### src/include/game_macros.svh
`ifndef GAME_MACROS_SVH
`define GAME_MACROS_SVH

// 800x600 at 40 MHz, sync pulses are active high.
`define HOR_PIXELS      800
`define VER_PIXELS      600
`define HOR_TOTAL       1056
`define HOR_SYNC_START  840
`define HOR_SYNC_END    968
`define VER_TOTAL       628
`define VER_SYNC_START  601
`define VER_SYNC_END    605

// Button rectangle, centred horizontally and a third of the way down.
`define BTN_W           125
`define BTN_H           75
`define BTN_X           337
`define BTN_Y           175

`define START_FILL      12'h2b4
`define AGAIN_FILL      12'hc60
`define BTN_BORDER      12'hfff
`define BG_MENU         12'h226
`define BG_PLAY         12'h262
`define BG_OVER         12'h622

`define CLICK_COOLDOWN  20

`endif

### src/rtl/game_pkg.sv
package game_pkg;

    typedef enum logic [1:0] {
        PHASE_MENU = 2'd0,
        PHASE_PLAY = 2'd1,
        PHASE_OVER = 2'd2
    } game_phase_t;

    typedef logic [1:0] char_class_t;

    // No character picked yet on the select screen.
    localparam char_class_t CLASS_NONE = 2'd0;

endpackage

### src/rtl/vga_pkg.sv
package vga_pkg;

    // Wide enough for the full horizontal total of 1056.
    localparam int COORD_W = 11;

    // Four bits for each of red, green and blue.
    localparam int RGB_W = 12;

    typedef logic [COORD_W-1:0] pix_coord_t;

    typedef logic [RGB_W-1:0] rgb_t;

endpackage

### src/rtl/draw_background.sv
`timescale 1ns/1ps
`include "game_macros.svh"

module draw_background (
    input  logic                  clk,
    input  logic                  rst,
    input  game_pkg::game_phase_t phase,
    input  vga_pkg::pix_coord_t   hcount,
    input  vga_pkg::pix_coord_t   vcount,
    input  logic                  hsync,
    input  logic                  vsync,
    input  logic                  hblnk,
    input  logic                  vblnk,
    output vga_pkg::pix_coord_t   bg_hcount,
    output vga_pkg::pix_coord_t   bg_vcount,
    output logic                  bg_hsync,
    output logic                  bg_vsync,
    output logic                  bg_hblnk,
    output logic                  bg_vblnk,
    output vga_pkg::rgb_t         bg_rgb
);

    vga_pkg::rgb_t rgb_nxt;

    always_comb begin
        if (hblnk || vblnk) begin
            rgb_nxt = 12'h000;
        end else begin
            case (phase)
                game_pkg::PHASE_PLAY: rgb_nxt = `BG_PLAY;
                game_pkg::PHASE_OVER: rgb_nxt = `BG_OVER;
                default:              rgb_nxt = `BG_MENU;
            endcase
        end
    end

    always_ff @(posedge clk) begin
        if (rst) begin
            bg_hsync <= 1'b0;
            bg_vsync <= 1'b0;
        end else begin
            bg_hsync <= hsync;
            bg_vsync <= vsync;
        end
    end

    always_ff @(posedge clk) begin
        bg_hcount <= hcount;
        bg_vcount <= vcount;
        bg_hblnk  <= hblnk;
        bg_vblnk  <= vblnk;
        bg_rgb    <= rgb_nxt;
    end

endmodule

### src/rtl/game_phase_ctrl.sv
`timescale 1ns/1ps

module game_phase_ctrl (
    input  logic                  clk,
    input  logic                  rst,
    input  logic                  game_start,
    input  logic                  back_to_menu,
    input  logic                  player_hit,
    output game_pkg::game_phase_t phase
);

    game_pkg::game_phase_t phase_nxt;

    // Events that do not belong to the current phase are dropped.
    always_comb begin
        phase_nxt = phase;
        case (phase)
            game_pkg::PHASE_MENU: begin
                if (game_start) begin
                    phase_nxt = game_pkg::PHASE_PLAY;
                end
            end
            game_pkg::PHASE_PLAY: begin
                if (player_hit) begin
                    phase_nxt = game_pkg::PHASE_OVER;
                end
            end
            game_pkg::PHASE_OVER: begin
                if (back_to_menu) begin
                    phase_nxt = game_pkg::PHASE_MENU;
                end
            end
            default: begin
                phase_nxt = game_pkg::PHASE_MENU;
            end
        endcase
    end

    always_ff @(posedge clk) begin
        if (rst) begin
            phase <= game_pkg::PHASE_MENU;
        end else begin
            phase <= phase_nxt;
        end
    end

endmodule

### src/rtl/game_screen.sv
`timescale 1ns/1ps
`include "game_macros.svh"

module game_screen (
    input  logic                  clk,
    input  logic                  rst,
    input  game_pkg::game_phase_t phase,
    input  game_pkg::char_class_t char_class,
    input  vga_pkg::pix_coord_t   mouse_x,
    input  vga_pkg::pix_coord_t   mouse_y,
    input  logic                  mouse_clicked,
    output logic                  game_start,
    output logic                  back_to_menu,
    input  vga_pkg::pix_coord_t   bg_hcount,
    input  vga_pkg::pix_coord_t   bg_vcount,
    input  logic                  bg_hsync,
    input  logic                  bg_vsync,
    input  logic                  bg_hblnk,
    input  logic                  bg_vblnk,
    input  vga_pkg::rgb_t         bg_rgb,
    output vga_pkg::pix_coord_t   scr_hcount,
    output vga_pkg::pix_coord_t   scr_vcount,
    output logic                  scr_hsync,
    output logic                  scr_vsync,
    output logic                  scr_hblnk,
    output logic                  scr_vblnk,
    output vga_pkg::rgb_t         scr_rgb
);

    localparam vga_pkg::pix_coord_t RECT_X = `BTN_X;
    localparam vga_pkg::pix_coord_t RECT_Y = `BTN_Y;
    localparam vga_pkg::pix_coord_t RECT_W = `BTN_W;
    localparam vga_pkg::pix_coord_t RECT_H = `BTN_H;
    localparam vga_pkg::pix_coord_t FRAME  = 2;
    localparam int                  CD_W   = $clog2(`CLICK_COOLDOWN + 1);
    localparam logic [CD_W-1:0]     CD_MAX = `CLICK_COOLDOWN;

    vga_pkg::pix_coord_t rel_x;
    vga_pkg::pix_coord_t rel_y;
    vga_pkg::rgb_t       btn_fill;
    vga_pkg::rgb_t       rgb_nxt;
    logic                pix_in_rect;
    logic                on_border;
    logic                btn_visible;
    logic                mouse_in_rect;
    logic                start_hit;
    logic                again_hit;
    logic [CD_W-1:0]     cooldown;

    assign rel_x = bg_hcount - RECT_X;
    assign rel_y = bg_vcount - RECT_Y;

    // Right and bottom edges are outside the button.
    assign pix_in_rect = (bg_hcount >= RECT_X) && (bg_hcount < RECT_X + RECT_W) &&
                         (bg_vcount >= RECT_Y) && (bg_vcount < RECT_Y + RECT_H);
    assign on_border   = (rel_x < FRAME) || (rel_x >= RECT_W - FRAME) ||
                         (rel_y < FRAME) || (rel_y >= RECT_H - FRAME);

    always_comb begin
        btn_visible = 1'b1;
        btn_fill    = `START_FILL;
        case (phase)
            game_pkg::PHASE_MENU: btn_fill = `START_FILL;
            game_pkg::PHASE_OVER: btn_fill = `AGAIN_FILL;
            default:              btn_visible = 1'b0;
        endcase
        rgb_nxt = bg_rgb;
        if (btn_visible && pix_in_rect) begin
            rgb_nxt = on_border ? `BTN_BORDER : btn_fill;
        end
    end

    assign mouse_in_rect = (mouse_x >= RECT_X) && (mouse_x < RECT_X + RECT_W) &&
                           (mouse_y >= RECT_Y) && (mouse_y < RECT_Y + RECT_H);
    assign start_hit = mouse_clicked && mouse_in_rect && (cooldown == '0) &&
                       (phase == game_pkg::PHASE_MENU) &&
                       (char_class != game_pkg::CLASS_NONE);
    assign again_hit = mouse_clicked && mouse_in_rect && (cooldown == '0) &&
                       (phase == game_pkg::PHASE_OVER);

    // The cooldown keeps one physical click from also hitting the next screen's button.
    always_ff @(posedge clk) begin
        if (rst) begin
            game_start   <= 1'b0;
            back_to_menu <= 1'b0;
            cooldown     <= '0;
        end else begin
            game_start   <= start_hit;
            back_to_menu <= again_hit;
            if (start_hit || again_hit) begin
                cooldown <= CD_MAX;
            end else if (cooldown != '0) begin
                cooldown <= cooldown - 1'b1;
            end
        end
    end

    always_ff @(posedge clk) begin
        if (rst) begin
            scr_hsync <= 1'b0;
            scr_vsync <= 1'b0;
        end else begin
            scr_hsync <= bg_hsync;
            scr_vsync <= bg_vsync;
        end
    end

    always_ff @(posedge clk) begin
        scr_hcount <= bg_hcount;
        scr_vcount <= bg_vcount;
        scr_hblnk  <= bg_hblnk;
        scr_vblnk  <= bg_vblnk;
        scr_rgb    <= rgb_nxt;
    end

endmodule

### src/rtl/game_top.sv
`timescale 1ns/1ps

module game_top (
    input  logic                  clk,
    input  logic                  rst,
    input  game_pkg::char_class_t char_class,
    input  vga_pkg::pix_coord_t   mouse_x,
    input  vga_pkg::pix_coord_t   mouse_y,
    input  logic                  mouse_clicked,
    input  logic                  player_hit,
    output vga_pkg::pix_coord_t   hcount,
    output vga_pkg::pix_coord_t   vcount,
    output logic                  hsync,
    output logic                  vsync,
    output logic                  hblnk,
    output logic                  vblnk,
    output vga_pkg::rgb_t         rgb,
    output game_pkg::game_phase_t phase,
    output logic                  game_start,
    output logic                  back_to_menu
);

    vga_pkg::pix_coord_t tim_hcount;
    vga_pkg::pix_coord_t tim_vcount;
    logic                tim_hsync;
    logic                tim_vsync;
    logic                tim_hblnk;
    logic                tim_vblnk;
    vga_pkg::pix_coord_t bg_hcount;
    vga_pkg::pix_coord_t bg_vcount;
    logic                bg_hsync;
    logic                bg_vsync;
    logic                bg_hblnk;
    logic                bg_vblnk;
    vga_pkg::rgb_t       bg_rgb;

    vga_timing u_vga_timing (
        .clk    (clk),
        .rst    (rst),
        .hcount (tim_hcount),
        .vcount (tim_vcount),
        .hsync  (tim_hsync),
        .vsync  (tim_vsync),
        .hblnk  (tim_hblnk),
        .vblnk  (tim_vblnk)
    );

    draw_background u_draw_background (
        .clk       (clk),
        .rst       (rst),
        .phase     (phase),
        .hcount    (tim_hcount),
        .vcount    (tim_vcount),
        .hsync     (tim_hsync),
        .vsync     (tim_vsync),
        .hblnk     (tim_hblnk),
        .vblnk     (tim_vblnk),
        .bg_hcount (bg_hcount),
        .bg_vcount (bg_vcount),
        .bg_hsync  (bg_hsync),
        .bg_vsync  (bg_vsync),
        .bg_hblnk  (bg_hblnk),
        .bg_vblnk  (bg_vblnk),
        .bg_rgb    (bg_rgb)
    );

    // Last stage of the pixel pipeline drives the display outputs.
    game_screen u_game_screen (
        .clk           (clk),
        .rst           (rst),
        .phase         (phase),
        .char_class    (char_class),
        .mouse_x       (mouse_x),
        .mouse_y       (mouse_y),
        .mouse_clicked (mouse_clicked),
        .game_start    (game_start),
        .back_to_menu  (back_to_menu),
        .bg_hcount     (bg_hcount),
        .bg_vcount     (bg_vcount),
        .bg_hsync      (bg_hsync),
        .bg_vsync      (bg_vsync),
        .bg_hblnk      (bg_hblnk),
        .bg_vblnk      (bg_vblnk),
        .bg_rgb        (bg_rgb),
        .scr_hcount    (hcount),
        .scr_vcount    (vcount),
        .scr_hsync     (hsync),
        .scr_vsync     (vsync),
        .scr_hblnk     (hblnk),
        .scr_vblnk     (vblnk),
        .scr_rgb       (rgb)
    );

    game_phase_ctrl u_game_phase_ctrl (
        .clk          (clk),
        .rst          (rst),
        .game_start   (game_start),
        .back_to_menu (back_to_menu),
        .player_hit   (player_hit),
        .phase        (phase)
    );

endmodule

### src/rtl/vga_timing.sv
`timescale 1ns/1ps
`include "game_macros.svh"

module vga_timing (
    input  logic                clk,
    input  logic                rst,
    output vga_pkg::pix_coord_t hcount,
    output vga_pkg::pix_coord_t vcount,
    output logic                hsync,
    output logic                vsync,
    output logic                hblnk,
    output logic                vblnk
);

    localparam vga_pkg::pix_coord_t H_PIXELS     = `HOR_PIXELS;
    localparam vga_pkg::pix_coord_t H_LAST       = `HOR_TOTAL - 1;
    localparam vga_pkg::pix_coord_t H_SYNC_START = `HOR_SYNC_START;
    localparam vga_pkg::pix_coord_t H_SYNC_END   = `HOR_SYNC_END;
    localparam vga_pkg::pix_coord_t V_PIXELS     = `VER_PIXELS;
    localparam vga_pkg::pix_coord_t V_LAST       = `VER_TOTAL - 1;
    localparam vga_pkg::pix_coord_t V_SYNC_START = `VER_SYNC_START;
    localparam vga_pkg::pix_coord_t V_SYNC_END   = `VER_SYNC_END;

    vga_pkg::pix_coord_t hcount_nxt;
    vga_pkg::pix_coord_t vcount_nxt;

    always_comb begin
        hcount_nxt = hcount + 1'b1;
        vcount_nxt = vcount;
        if (hcount == H_LAST) begin
            hcount_nxt = '0;
            if (vcount == V_LAST) begin
                vcount_nxt = '0;
            end else begin
                vcount_nxt = vcount + 1'b1;
            end
        end
    end

    // Sync and blanking are decoded from the next count so they stay aligned.
    always_ff @(posedge clk) begin
        if (rst) begin
            hcount <= '0;
            vcount <= '0;
            hsync  <= 1'b0;
            vsync  <= 1'b0;
            hblnk  <= 1'b0;
            vblnk  <= 1'b0;
        end else begin
            hcount <= hcount_nxt;
            vcount <= vcount_nxt;
            hsync  <= (hcount_nxt >= H_SYNC_START) && (hcount_nxt < H_SYNC_END);
            vsync  <= (vcount_nxt >= V_SYNC_START) && (vcount_nxt < V_SYNC_END);
            hblnk  <= (hcount_nxt >= H_PIXELS);
            vblnk  <= (vcount_nxt >= V_PIXELS);
        end
    end

endmodule

### config.mk
export PLATFORM = sky130hd
export DESIGN_NAME = game_top
export DESIGN_NICKNAME = d
export VERILOG_FILES = /design/src/rtl/game_pkg.sv /design/src/rtl/vga_pkg.sv /design/src/rtl/draw_background.sv /design/src/rtl/game_phase_ctrl.sv /design/src/rtl/game_screen.sv /design/src/rtl/game_top.sv /design/src/rtl/vga_timing.sv
export VERILOG_INCLUDE_DIRS = /design/src /design/src/include
export SDC_FILE = /design/constraint.sdc
export NUM_CORES = 1
export LEC_CHECK = 0
export ABC_CLOCK_PERIOD_IN_PS = 4300
export BUFFER_PORTS_ARGS = -buffer_cell sky130_fd_sc_hd__buf_2
export CORE_MARGIN = 2
export CORE_UTILIZATION = 49
export DETAILED_ROUTE_END_ITERATION = 8
export HOLD_SLACK_MARGIN = 0.08
export PLACE_DENSITY = 0.68
export SLEW_MARGIN = 20
export SYNTH_ARGS = -nofsm -noshare
export SYNTH_HDL_FRONTEND = slang
export SYNTH_SLANG_ARGS = --single-unit
### constraint.sdc
create_clock -name clk -period 4.3 [get_ports clk]
set_clock_uncertainty 0.05 [all_clocks]
set_input_delay 0.43 -clock clk [delete_from_list [all_inputs] [get_ports clk]]
set_output_delay 0.43 -clock clk [all_outputs]
set_load 0.02 [all_outputs]
==> results summary <==
A synthesized cell averages 9.12 µm². The worst setup path is of the reg2reg kind. Clock-pin slew was measured on the worst setup and hold paths at 100 ps. The number of setup violations in the final report is 0. The number of gates resized after CTS was 0. The maximum fanout along the worst path is 14. The share of the Yosys chip area taken by registers is 0.479. The slew at the pin closest to its max-slew limit is 676 ps. The depth of the most critical reg-to-reg path is 8. The global-route wire length before repair came out at 12900 µm. The final routed DRC violation total came out at 0.

The largest individual stage delay along the critical path comes from the cell and3_1. The remaining antenna violation count is 0. The synthesis warning total came out at 0. The HPWL after detailed placement came out at 5770 µm. For this run, the post-layout net count is 552. The tool flagged a number of max-cap violations equal to 0. The count of buffers added on input and output ports is 69. The number of I/O pins came out at 70. The time the final worst path needs with I/O delays and setup came out at 2600 ps.

The core box area came out at 0.00826 mm². The number of global-route vias before repair is 2710. The wire length reported by the detailed router is 8030 µm. The cell count after synthesis came out at 458. The initial antenna violation count came out at 0. The global-route usage over all layers came out at 0.178.

The worst setup path is captured at a register. The worst register-to-register path begins at u_vga_timing.hcount[0]. The top-area cell type share of the netlist area came out at 0.479. The post-detailed-route wirelength per cell is 12.9 µm. The buffers inserted during post-CTS setup optimization is 0. The data required time of the critical path is 4520 ps. The endpoint of the worst register-to-register path is u_vga_timing.vblnk. Ranked by total cell area, the synthesized netlist is headed by dfxtp_1, nor2_1, xnor2_1. The share of the core filled with cells in the final layout came out at 0.574. The largest net degree at the start of global routing came out at 32. Walking the worst path, the cells encountered are ha_1 -> and4_1 -> and3_1 -> nand2_1 -> nor3_1 -> xnor2_1 -> o21ai_1 -> a21o_1. The CTS tree is done. Measured against its own limit, the worst slew margin works out to 0.545. The row count is 33.

The cell at the root of the clock tree is clkbuf_8. The class of the worst hold path is reg2reg. After layout, the design draws a total of 1.70 mW. The die is 96.3 µm wide. The repair_antennas step left the layout with diodes totalling 0. For this design the ratio of total power to cell area is 358 mW/mm².

Following the worst setup path forward leads to its endpoint at u_vga_timing.vblnk. The commonest cells after synthesis are dfxtp_1, nor2_1, nand2_1. The launching element of the worst setup path is u_vga_timing.hcount[0]. The peak per-stage delay on the critical path is 510 ps. The worst hold path was traced through 0 stages. The synthesis-stage register bit count is 100. The post-cts hold buffer count is 0. The top cell type by total area after synthesis is dfxtp_1. The via density per instance is 5.37.

The element type at the critical path start is a register. The highest clock frequency the design can meet is 385 MHz. The count of unique library cells instantiated by Yosys came out at 68. The length of the first detailed-routing pass in iterations came out at 4. In the final layout, the share of cells above drive strength 1 is 0.200. The share of the clock period used by the worst path after layout came out at 0.605. Measured along the y axis, the die boundary spans 96.3 µm. The final hold violation count was 0. Among all flip-flop cells after synthesis, the most frequent one is dfxtp_1.

dfxtp_1 is the most common cell in the netlist. The total count of max-transition violations in the final report came to 0. The area growth from synthesis to final layout is 13.5%.

The maximum number of buffers from clock root to sink is 2. Setup repair after global routing left no endpoint under its margin. The clock latency of the later-clocked register in the worst-skew pair came out at 370 ps.

The placer's final routability congestion estimate is 0.920. The deepest level of the CTS H-tree came out at 3. The count of flip-flops with a built-in enable after synthesis came out at 0. The leakage power of the design is 1.85 nW. The residual overflow from global routing came out at 0.

The critical path arrival is 2820 ps. The total standard cell area after synthesis is 0.00418 mm². The area of the die is 0.00928 mm². The clock net in this run drives a total of 100 sinks. The async set-or-reset flop fraction in the synthesized netlist came out at 0. The worst ir drop on vdd came out at 0.268 mV.

For this configuration, the core starts out at a cell density of 0.506. The setup TNS is 0 ps. The reg-to-reg setup timing slack is 1700 ps. The via count is 3348. After the first detailed-routing iteration, the DRC count stood at 102. The run finished with clean final reports. When the netlist entered floorplanning its net count stood at 496. The clock buffer count from CTS came out at 9.
[flip-flops by register name, indices dropped and copies added, names as in the netlist, 2 cells and up]
name,count
u_vga_timing.hcount,11
u_game_screen.scr_rgb,9
u_vga_timing.vcount,11
u_draw_background.bg_rgb,4
u_game_screen.scr_vcount,11
u_game_screen.scr_hcount,11
u_game_phase_ctrl.phase,2
u_draw_background.bg_hcount,11
u_draw_background.bg_vcount,11
u_game_screen.cooldown,5
[worst min path at each step]
stage,from,to,slack [ps]
global placement,u_draw_background.bg_hblnk,u_game_screen.scr_hblnk,260
CTS,u_draw_background.bg_hblnk,u_game_screen.scr_hblnk,290
detailed placement,u_draw_background.bg_hblnk,u_game_screen.scr_hblnk,270
global route,u_draw_background.bg_hblnk,u_game_screen.scr_hblnk,300
floorplan,u_draw_background.bg_hblnk,u_game_screen.scr_hblnk,260
finish,u_draw_background.bg_hblnk,u_game_screen.scr_hblnk,290
[final cells by class]
class | instances | area, µm²
timing repair buffer | 69 | 345
sequential | 100 | 2000
clock buffer | 9 | 124
clock inverter | 7 | 72.6
inverter | 18 | 67.6
tap | 105 | 131
multi-input combinational | 316 | 2000
fill | 738 | 3520
[per-layer routing]
layer	vias to the layer above	share of wire	GRT usage
met4	0	0.025	0.0880
met2	97	0.43	0.251
met1	1522	0.49	0.256
met3	14	0.050	0.0368
met5	-	0	0
li1	1715	-	-
[cell families after synthesis]
| kind of cell | synth area share |
|---|---|
| multiplexers | 0.0195 |
| AO/OA/AOI/OAI | 0.134 |
| AND/OR/NAND/NOR | 0.240 |
| buffers and inverters | 0.0428 |
| flip-flops | 0.479 |
| adder cells (fa/ha/maj) | 0.0300 |
| XOR/XNOR | 0.0545 |
[per-stage QoR]
step | cell area, µm² | hold slack, ps | cells | setup WS [ps]
finish | 4740 | 288 | 624 | 1700
global route | 4740 | 300 | 624 | 1420
global placement | 4540 | 260 | 608 | 1830
CTS | 4740 | 290 | 624 | 1730
detailed placement | 4540 | 268 | 608 | 1760
floorplan | 4180 | 260 | 458 | 2130
[critical path: cells and delay by family, from the launching register on]
kind / cells / cell delay, ps
compound gates: 2 / 290
xor+xnor: 1 / 170
fa+ha+maj: 1 / 260
flops: 1 / 380
simple gates: 4 / 1360
[where the power goes]
group	switching (mW)	internal [mW]	total, mW	leakage (nW)
Combinational	0.0768	0.0689	0.146	0.947
Sequential	0.0210	0.950	0.971	0.808
Clock	0.354	0.226	0.580	0.0962
Total	0.451	1.24	1.70	1.85
[placed cells by master, fill, tap and decap left out, types with 3 or more instances in the layout]
cell type,n
dfxtp_1,100
buf_2,69
nor2_1,65
nand2_1,34
a21oi_1,29
inv_1,18
xnor2_1,18
o21ai_0,16
nor3_1,13
nand3_1,10
ha_1,10
clkbuf_8,9
xor2_1,8
nand4_1,7
mux2i_1,7
nor2b_1,6
nand2b_1,6
nor4_2,5
and3_1,5
nand3b_1,4
or3_1,4
nor3b_1,4
nor4_1,3
and2_1,3
a31oi_1,3
a21o_1,3
clkinv_4,3
Note: power is estimated with default switching activity, not from simulation.
